==> src/fpu_pkg.sv <==
// shared widths, word types, operation codes and constants for the scalar fpu; import where needed
`default_nettype none

package fpu_pkg;

	// format field widths
	localparam int S_EXP_W = 8;
	localparam int D_EXP_W = 11;
	localparam int S_MAN_W = 23;
	localparam int D_MAN_W = 52;

	typedef logic [63:0] fp_word_t;		// one float register
	typedef logic [63:0] xlen_word_t;	// one integer register
	typedef logic [4:0]  reg_idx_t;
	typedef logic [2:0]  fp_mode_t;		// function-select field, meaning depends on op

	typedef logic [D_EXP_W-1:0] exp_t;	// exponent in double width
	typedef logic [D_MAN_W-1:0] man_t;	// fraction, left aligned
	typedef logic [9:0]         class_mask_t;

	typedef enum logic [2:0] {
		op_sgnj,
		op_minmax,
		op_cmp,
		op_class,
		op_mv_x,
		op_mv_f
	} fpu_op_t;

	typedef enum logic {
		fmt_s,
		fmt_d
	} fp_fmt_t;

	// upper word of a properly boxed single
	localparam logic [31:0] S_BOX = 32'hffff_ffff;

	localparam fp_word_t CANON_NAN_S = {S_BOX, 32'h7fc0_0000};
	localparam fp_word_t CANON_NAN_D = 64'h7ff8_0000_0000_0000;

	// fclass bit positions
	localparam int CLS_NEG_INF  = 0;
	localparam int CLS_NEG_NORM = 1;
	localparam int CLS_NEG_SUB  = 2;
	localparam int CLS_NEG_ZERO = 3;
	localparam int CLS_POS_ZERO = 4;
	localparam int CLS_POS_SUB  = 5;
	localparam int CLS_POS_NORM = 6;
	localparam int CLS_POS_INF  = 7;
	localparam int CLS_SNAN     = 8;
	localparam int CLS_QNAN     = 9;

endpackage

`default_nettype wire

==> src/fp_class_if.sv <==
// decoded fields of one operand, driven by an unpacker and read by the compare and class units
`timescale 1ns/1ps
`default_nettype none

interface fp_class_if;
	import fpu_pkg::*;

	logic sign;
	exp_t exp;	// re-biased to double
	man_t man;

	// special-value flags, at most one of nan/inf/zero/sub set
	logic is_nan;
	logic is_snan;
	logic is_inf;
	logic is_zero;
	logic is_sub;

	modport producer (
		output sign, exp, man,
		output is_nan, is_snan, is_inf, is_zero, is_sub
	);

	modport consumer (
		input sign, exp, man,
		input is_nan, is_snan, is_inf, is_zero, is_sub
	);

endinterface

`default_nettype wire

==> src/fpu_issue_stage.sv <==
// issue register of the fpu; latches an operation and its operands on the cycle it is accepted
`timescale 1ns/1ps
`default_nettype none

module fpu_issue_stage (
	input  wire logic               clk,
	input  wire logic               rst_n,
	input  wire logic               in_valid,
	input  wire fpu_pkg::fpu_op_t   op,
	input  wire fpu_pkg::fp_fmt_t   fmt,
	input  wire fpu_pkg::fp_mode_t  mode,
	input  wire fpu_pkg::reg_idx_t  rd,
	input  wire fpu_pkg::fp_word_t  fr1,
	input  wire fpu_pkg::fp_word_t  fr2,
	input  wire fpu_pkg::xlen_word_t ir1,
	output logic                    iss_valid,
	output fpu_pkg::fpu_op_t        iss_op,
	output fpu_pkg::fp_fmt_t        iss_fmt,
	output fpu_pkg::fp_mode_t       iss_mode,
	output fpu_pkg::reg_idx_t       iss_rd,
	output fpu_pkg::fp_word_t       iss_fr1,
	output fpu_pkg::fp_word_t       iss_fr2,
	output fpu_pkg::xlen_word_t     iss_ir1
);
	import fpu_pkg::*;

	// valid is a one-cycle pulse per accepted op
	always_ff @(posedge clk or negedge rst_n) begin
		if (!rst_n) begin
			iss_valid <= 1'b0;
		end else begin
			iss_valid <= in_valid;
		end
	end

	// payload only moves when something is issued
	always_ff @(posedge clk) begin
		if (in_valid) begin
			iss_op   <= op;
			iss_fmt  <= fmt;
			iss_mode <= mode;
			iss_rd   <= rd;
			iss_fr1  <= fr1;
			iss_fr2  <= fr2;
			iss_ir1  <= ir1;
		end
	end

endmodule

`default_nettype wire

==> src/fp_unpack.sv <==
// splits one float register into sign, widened exponent, aligned fraction and special-value flags
`timescale 1ns/1ps
`default_nettype none

module fp_unpack (
	input  wire fpu_pkg::fp_word_t word,
	input  wire fpu_pkg::fp_fmt_t  fmt,
	fp_class_if.producer           fields
);
	import fpu_pkg::*;

	logic     boxed;
	fp_word_t src;
	logic [S_EXP_W-1:0] s_exp;
	logic     exp_max;
	logic     man_zero;

	// an unboxed single is decoded as the canonical quiet nan
	assign boxed = (word[63:32] == S_BOX);
	assign src   = (fmt == fmt_s && !boxed) ? CANON_NAN_S : word;
	assign s_exp = src[S_EXP_W+S_MAN_W-1:S_MAN_W];

	always_comb begin
		if (fmt == fmt_d) begin
			fields.sign = src[63];
			fields.exp  = src[D_EXP_W+D_MAN_W-1:D_MAN_W];
			fields.man  = src[D_MAN_W-1:0];
		end else begin
			fields.sign = src[31];
			fields.man  = {src[S_MAN_W-1:0], {(D_MAN_W-S_MAN_W){1'b0}}};
			// keep the zero and all-ones codes, re-bias everything else
			if (s_exp == '0)
				fields.exp = '0;
			else if (s_exp == '1)
				fields.exp = '1;
			else
				fields.exp = exp_t'(s_exp) + exp_t'(2**(D_EXP_W-1) - 2**(S_EXP_W-1));
		end
	end

	assign exp_max  = (fields.exp == '1);
	assign man_zero = (fields.man == '0);

	assign fields.is_nan  = exp_max && !man_zero;
	assign fields.is_snan = exp_max && !man_zero && !fields.man[D_MAN_W-1];	// quiet bit clear
	assign fields.is_inf  = exp_max && man_zero;
	assign fields.is_zero = (fields.exp == '0) && man_zero;
	assign fields.is_sub  = (fields.exp == '0) && !man_zero;

endmodule

`default_nettype wire

==> src/fp_compare.sv <==
// orders two unpacked operands for fle/flt/feq and picks the fmin/fmax result
`timescale 1ns/1ps
`default_nettype none

module fp_compare (
	fp_class_if.consumer           a,
	fp_class_if.consumer           b,
	input  wire fpu_pkg::fp_word_t fr1,
	input  wire fpu_pkg::fp_word_t fr2,
	input  wire fpu_pkg::fp_fmt_t  fmt,
	input  wire fpu_pkg::fp_mode_t mode,
	output logic                   cmp_bit,
	output fpu_pkg::fp_word_t      minmax_res
);
	import fpu_pkg::*;

	logic lt;	// a strictly below b
	logic eq;
	logic unordered;

	assign unordered = a.is_nan || b.is_nan;

	// sign first, so -0 sorts below +0
	always_comb begin
		lt = 1'b0;
		eq = 1'b0;
		if (a.sign != b.sign) begin
			lt = a.sign;
		end else if (a.is_inf || b.is_inf) begin
			if (a.is_inf && b.is_inf)
				eq = 1'b1;
			else
				lt = !(a.is_inf ^ a.sign);
		end else if (a.exp != b.exp) begin
			lt = (a.exp < b.exp) ^ a.sign;	// magnitude order flips when negative
		end else if (a.man != b.man) begin
			lt = (a.man < b.man) ^ a.sign;
		end else begin
			eq = 1'b1;
		end
	end

	always_comb begin
		if (unordered) begin
			cmp_bit = 1'b0;
		end else begin
			case (mode)
				3'd0:    cmp_bit = lt || eq;	// fle
				3'd1:    cmp_bit = lt;		// flt
				3'd2:    cmp_bit = eq;		// feq
				default: cmp_bit = 1'b0;
			endcase
		end
	end

	// mode[0] selects max
	always_comb begin
		if (a.is_nan && b.is_nan)
			minmax_res = (fmt == fmt_d) ? CANON_NAN_D : CANON_NAN_S;
		else if (a.is_nan)
			minmax_res = fr2;
		else if (b.is_nan)
			minmax_res = fr1;
		else
			minmax_res = (lt ^ mode[0]) ? fr1 : fr2;
	end

endmodule

`default_nettype wire

==> src/fp_move_sign.sv <==
// sign injection and the float/integer register moves, with boxing of singles
`timescale 1ns/1ps
`default_nettype none

module fp_move_sign (
	input  wire fpu_pkg::fpu_op_t    op,
	input  wire fpu_pkg::fp_fmt_t    fmt,
	input  wire fpu_pkg::fp_mode_t   mode,
	input  wire fpu_pkg::fp_word_t   fr1,
	input  wire fpu_pkg::fp_word_t   fr2,
	input  wire fpu_pkg::xlen_word_t ir1,
	output fpu_pkg::fp_word_t        sgnj_res,
	output fpu_pkg::xlen_word_t      mv_res
);
	import fpu_pkg::*;

	logic sign_a;
	logic sign_b;
	logic new_sign;

	assign sign_a = (fmt == fmt_d) ? fr1[63] : fr1[31];
	assign sign_b = (fmt == fmt_d) ? fr2[63] : fr2[31];

	always_comb begin
		case (mode)
			3'd0:    new_sign = sign_b;		// fsgnj
			3'd1:    new_sign = ~sign_b;	// fsgnjn
			default: new_sign = sign_a ^ sign_b;	// fsgnjx
		endcase
	end

	// single keeps the box bits of fr1
	assign sgnj_res = (fmt == fmt_d) ? {new_sign, fr1[62:0]} :
		{fr1[63:32], new_sign, fr1[30:0]};

	always_comb begin
		if (op == op_mv_f) begin
			if (fmt == fmt_d)
				mv_res = ir1;
			else
				mv_res = {S_BOX, ir1[31:0]};	// box into the float file
		end else begin
			if (fmt == fmt_d)
				mv_res = fr1;
			else
				mv_res = {{32{fr1[31]}}, fr1[31:0]};	// sign extend for the int file
		end
	end

endmodule

`default_nettype wire

==> src/fp_classify.sv <==
// fclass: one-hot ten-bit class mask from the unpacked flags of a single operand
`timescale 1ns/1ps
`default_nettype none

module fp_classify (
	fp_class_if.consumer         a,
	output fpu_pkg::class_mask_t class_res
);
	import fpu_pkg::*;

	always_comb begin
		class_res = '0;
		if (a.is_nan) begin
			if (a.is_snan)
				class_res[CLS_SNAN] = 1'b1;
			else
				class_res[CLS_QNAN] = 1'b1;
		end else if (a.is_inf) begin
			if (a.sign)
				class_res[CLS_NEG_INF] = 1'b1;
			else
				class_res[CLS_POS_INF] = 1'b1;
		end else if (a.is_zero) begin
			if (a.sign)
				class_res[CLS_NEG_ZERO] = 1'b1;
			else
				class_res[CLS_POS_ZERO] = 1'b1;
		end else if (a.is_sub) begin
			if (a.sign)
				class_res[CLS_NEG_SUB] = 1'b1;
			else
				class_res[CLS_POS_SUB] = 1'b1;
		end else begin
			// whatever is left is normal
			if (a.sign)
				class_res[CLS_NEG_NORM] = 1'b1;
			else
				class_res[CLS_POS_NORM] = 1'b1;
		end
	end

endmodule

`default_nettype wire

==> src/fpu_result_stage.sv <==
// picks the result of the issued op and registers it with its destination and register-file flag
`timescale 1ns/1ps
`default_nettype none

module fpu_result_stage (
	input  wire logic                 clk,
	input  wire logic                 rst_n,
	input  wire logic                 iss_valid,
	input  wire fpu_pkg::fpu_op_t     iss_op,
	input  wire fpu_pkg::fp_mode_t    iss_mode,
	input  wire fpu_pkg::reg_idx_t    iss_rd,
	input  wire fpu_pkg::fp_word_t    sgnj_res,
	input  wire fpu_pkg::fp_word_t    minmax_res,
	input  wire fpu_pkg::xlen_word_t  mv_res,
	input  wire logic                 cmp_bit,
	input  wire fpu_pkg::class_mask_t class_res,
	output logic                      out_valid,
	output fpu_pkg::fp_word_t         result,
	output fpu_pkg::reg_idx_t         res_rd,
	output logic                      res_fp
);
	import fpu_pkg::*;

	fp_word_t sel_res;
	logic     sel_fp;
	logic     mode_ok;

	// reserved function codes write zero
	always_comb begin
		case (iss_op)
			op_sgnj,
			op_cmp:    mode_ok = (iss_mode <= 3'd2);
			op_minmax: mode_ok = (iss_mode <= 3'd1);
			default:   mode_ok = 1'b1;
		endcase
	end

	always_comb begin
		sel_res = '0;
		sel_fp  = 1'b0;
		case (iss_op)
			op_sgnj: begin
				sel_res = sgnj_res;
				sel_fp  = 1'b1;
			end
			op_minmax: begin
				sel_res = minmax_res;
				sel_fp  = 1'b1;
			end
			op_cmp:   sel_res = {63'b0, cmp_bit};
			op_class: sel_res = {54'b0, class_res};
			op_mv_x:  sel_res = mv_res;
			op_mv_f: begin
				sel_res = mv_res;
				sel_fp  = 1'b1;
			end
			default: begin
				sel_res = '0;
				sel_fp  = 1'b0;
			end
		endcase
		if (!mode_ok)
			sel_res = '0;
	end

	always_ff @(posedge clk or negedge rst_n) begin
		if (!rst_n) begin
			out_valid <= 1'b0;
		end else begin
			out_valid <= iss_valid;
		end
	end

	always_ff @(posedge clk) begin
		result <= sel_res;
		res_rd <= iss_rd;
		res_fp <= sel_fp;	// 1 = float register file
	end

endmodule

`default_nettype wire

==> src/fpu_misc_top.sv <==
// top of the single-cycle fpu ops: issue register, unpackers, data units, result register
`timescale 1ns/1ps
`default_nettype none

module fpu_misc_top (
	input  wire logic                clk,
	input  wire logic                rst_n,
	input  wire logic                in_valid,
	input  wire fpu_pkg::fpu_op_t    op,
	input  wire fpu_pkg::fp_fmt_t    fmt,
	input  wire fpu_pkg::fp_mode_t   mode,
	input  wire fpu_pkg::reg_idx_t   rd,
	input  wire fpu_pkg::fp_word_t   fr1,
	input  wire fpu_pkg::fp_word_t   fr2,
	input  wire fpu_pkg::xlen_word_t ir1,
	output logic                     out_valid,
	output fpu_pkg::fp_word_t        result,
	output fpu_pkg::reg_idx_t        res_rd,
	output logic                     res_fp
);
	import fpu_pkg::*;

	logic        iss_valid;
	fpu_op_t     iss_op;
	fp_fmt_t     iss_fmt;
	fp_mode_t    iss_mode;
	reg_idx_t    iss_rd;
	fp_word_t    iss_fr1;
	fp_word_t    iss_fr2;
	xlen_word_t  iss_ir1;

	fp_word_t    sgnj_res;
	fp_word_t    minmax_res;
	xlen_word_t  mv_res;
	logic        cmp_bit;
	class_mask_t class_res;

	fp_class_if opa_if ();
	fp_class_if opb_if ();

	fpu_issue_stage u_issue (
		.clk       (clk),
		.rst_n     (rst_n),
		.in_valid  (in_valid),
		.op        (op),
		.fmt       (fmt),
		.mode      (mode),
		.rd        (rd),
		.fr1       (fr1),
		.fr2       (fr2),
		.ir1       (ir1),
		.iss_valid (iss_valid),
		.iss_op    (iss_op),
		.iss_fmt   (iss_fmt),
		.iss_mode  (iss_mode),
		.iss_rd    (iss_rd),
		.iss_fr1   (iss_fr1),
		.iss_fr2   (iss_fr2),
		.iss_ir1   (iss_ir1)
	);

	// one unpacker per float operand
	fp_unpack u_unpack_a (
		.word   (iss_fr1),
		.fmt    (iss_fmt),
		.fields (opa_if.producer)
	);

	fp_unpack u_unpack_b (
		.word   (iss_fr2),
		.fmt    (iss_fmt),
		.fields (opb_if.producer)
	);

	fp_compare u_compare (
		.a          (opa_if.consumer),
		.b          (opb_if.consumer),
		.fr1        (iss_fr1),
		.fr2        (iss_fr2),
		.fmt        (iss_fmt),
		.mode       (iss_mode),
		.cmp_bit    (cmp_bit),
		.minmax_res (minmax_res)
	);

	fp_move_sign u_move_sign (
		.op       (iss_op),
		.fmt      (iss_fmt),
		.mode     (iss_mode),
		.fr1      (iss_fr1),
		.fr2      (iss_fr2),
		.ir1      (iss_ir1),
		.sgnj_res (sgnj_res),
		.mv_res   (mv_res)
	);

	fp_classify u_classify (
		.a         (opa_if.consumer),
		.class_res (class_res)
	);

	fpu_result_stage u_result (
		.clk        (clk),
		.rst_n      (rst_n),
		.iss_valid  (iss_valid),
		.iss_op     (iss_op),
		.iss_mode   (iss_mode),
		.iss_rd     (iss_rd),
		.sgnj_res   (sgnj_res),
		.minmax_res (minmax_res),
		.mv_res     (mv_res),
		.cmp_bit    (cmp_bit),
		.class_res  (class_res),
		.out_valid  (out_valid),
		.result     (result),
		.res_rd     (res_rd),
		.res_fp     (res_fp)
	);

endmodule

`default_nettype wire

==> config.mk <==
export PLATFORM = sky130hd
export DESIGN_NAME = fpu_misc_top
export DESIGN_NICKNAME = d
export VERILOG_FILES = /design/src/fpu_pkg.sv /design/src/fp_class_if.sv /design/src/fpu_issue_stage.sv /design/src/fp_unpack.sv /design/src/fp_compare.sv /design/src/fp_move_sign.sv /design/src/fp_classify.sv /design/src/fpu_result_stage.sv /design/src/fpu_misc_top.sv
export SDC_FILE = /design/constraint.sdc
export NUM_CORES = 1
export LEC_CHECK = 0
export BUFFER_PORTS_ARGS = -buffer_cell sky130_fd_sc_hd__buf_2
export CAP_MARGIN = 0
export CORE_MARGIN = 5
export CORE_UTILIZATION = 32
export DETAILED_ROUTE_END_ITERATION = 7
export GPL_TIMING_DRIVEN = 0
export SLEW_MARGIN = 10
export SYNTH_ARGS = -nofsm -noshare
export SYNTH_HDL_FRONTEND = slang
export SYNTH_HIERARCHICAL = 1
export SYNTH_SLANG_ARGS = --single-unit
export TNS_END_PERCENT = 10
==> constraint.sdc <==
create_clock -name clk -period 14.8 [get_ports clk]
set_input_delay 2.96 -clock clk [delete_from_list [all_inputs] [get_ports clk]]
set_output_delay 2.96 -clock clk [all_outputs]
set_load 0.1 [all_outputs]
==> metrics <==
status=complete, no violations; mean post-synth cell area=10.1 um^2; Hold Path Cell Cnt=0; Flop pwr share=0.418; PortBufs=277; Int Pwr=1570 uW; Clock Skews=0.0142 ns; Rows=82; hpwl dp=47,100 um; H-tree depth=1; Starting Density=0.323; drt pass-1 iters=5; # setup viols final=0; vias per cell=5.30; shortest period the worst path allows=6.79 ns; most common cell after layout, fill and taps aside=buf_2; Net Sw Frac=0.341; Post-Route WL=60,900 um; Inserted Clock Buffers=31; core footprint=50,100 um^2; Comb pwr share=0.265; Die Area=55,100 um^2; Crit path arrival time=7.24 ns; Nets=2,185; 1st-iter DRT viols=1,131; Root Buffer=clkbuf_16; FF/Latch Area=7580 um^2; IO Pins=278; vias in the first global route=13,800; fmax=0.147 GHz; Crit. End Element=flop; Relative slew margins=0.189; Reg2Reg Setup Slack=8.01 ns; most frequent cells in the layout=318 x buf_2, 204 x edfxtp_1, 199 x nand2_1; Final Core Density=0.388; layout cells sized above 1=0.280; WL/cell=23.3 um; Critical R2R Launch=u_issue/iss_fr1[32]; Fin. Hold Viols=0; Worst IR Drop VDD=0.0873 mV; TritonCTS clock tree=done; Post-CTS Resized=0; setup TNS=0 ns; initial antenna violation count=1; Die Wd=235 um; Detail Route Antenna Nets=0; Filler cells=5,033; WHS Endpoint=u_result/res_rd[1]; power density over the cells=122 nW/um^2; Synth Warn #=6; Hold-fix buffers, CTS=0; Clk pwr share=0.317; largest net degree at the start of global routing=114; CTS clk-pin slew, worst paths=0.07 ns; switching power total=813 uW; HP Class=flop to flop; CTS max path bufs=3; mapped cell area=16,200 um^2; Post-CTS Setup Inserts=0; period utilization=0.459; max cap viols=0; DR DRC count=0; global-route wire length before repair=89,100 um; P&R area growth vs syn=20.2%; CTS sink cnt=276; Vias=13,800; Hold Crit Start=u_issue/iss_rd[1]; Chip Height=235 um; GRT Overall Usage=0.209; R2R depth=22; gpl congestion=0.935; multi-input logic area=7250 um^2; Leak=0.00816 uW; CP required=15.25 ns; Skew-Pair Late Insertion Delay=0.58 ns; measured slew at the worst slew-check pin=1.21 ns; CP Max Fanout=10; Post-Synthesis Cells=1,604; Post-Syn Nets=1,874; grt total ovfl=0; RSZ-0062 raised after global routing=false; Reg2Reg Capture Point=u_result/result[31]; count of final max-slew check failures=0; crit path kind=flop to flop; Startpoint Class=flop
[power by group through the flow]
stage	clock [uW]	sequential, uW	combinational, uW
finish	755	996	630
global route	811	1000	670
CTS	776	995	626
detailed placement	0	1010	622
global placement	0	1010	614
floorplan	0	1120	300
[registers in the layout, summed over array words and instances (netlist names)]
register,cells
u_issue/iss_fmt,1
u_issue/iss_fr1,64
u_issue/iss_fr2,64
u_issue/iss_ir1,64
u_issue/iss_mode,3
u_issue/iss_op,3
u_issue/iss_rd,5
u_issue/iss_valid,1
u_result/out_valid,1
u_result/res_fp,1
u_result/res_rd,5
u_result/result,64
[worst max-delay path, stage by stage (launching register included)]
cell and delay (ns):
edfxtp_1 0.72, nand4_1 0.17, or4_1 0.49, or3_1 0.32
buf_2 0.17, nor2_1 0.34, buf_2 0.32, a22o_1 0.17
ha_1 0.17, nand4_1 0.21, nor4_1 0.75, nand4_1 0.39
nand3_1 0.24, a2111o_1 0.22, a21oi_1 0.10, nor3b_1 0.25
and2_1 0.16, clkbuf_1 0.22, clkbuf_1 0.48, a22o_1 0.21
mux2_2 0.16, mux2i_1 0.06, nor3_1 0.32
[worst max-delay path by stage]
stage                        startpoint                  end  depth (start not counted)
finish              u_issue/iss_fr1[32]  u_result/result[31]                         22
detailed placement  u_issue/iss_fr1[41]  u_result/result[31]                         22
global route        u_issue/iss_fr1[40]  u_result/result[31]                         22
floorplan           u_issue/iss_fr1[40]  u_result/result[53]                         21
CTS                 u_issue/iss_fr1[40]  u_result/result[14]                         22
global placement               in_valid   u_issue/iss_fr2[9]                          1
[final cells by class]
class                           count  area share
Inverter                           98      0.0189
Timing Repair Buffer              278      0.0732
Sequential cell                   276       0.390
Clock inverter                     16     0.00946
Multi-Input combinational cell   1065       0.373
Buffer                            165      0.0500
Tap cell                          672      0.0433
Clock buffer                       41      0.0418
Antenna cell                        3    0.000386
[metrics by stage]
step	setup WS, ns	hold slack (ns)	std cells	power (uW)	instance area [um^2]
global placement	8.02	0.324	2553	1630	18400
detailed placement	8.25	0.336	2554	1630	18400
floorplan	9.82	0.323	1604	1420	16200
global route	7.68	0.354	2611	2480	19400
CTS	8.21	0.347	2611	2400	19400
finish	8.01	0.347	2614	2380	19400
[routing by layer]
metal  routed length, um  global-route usage  vias to the layer above
met5                  13                   0                        -
met4                2000              0.0639                        2
met3                3720              0.0371                      113
met2               27900               0.339                      580
met1               27300               0.288                     6695
li1                    -                   -                     6453
Power figures use the tool's default switching activity.
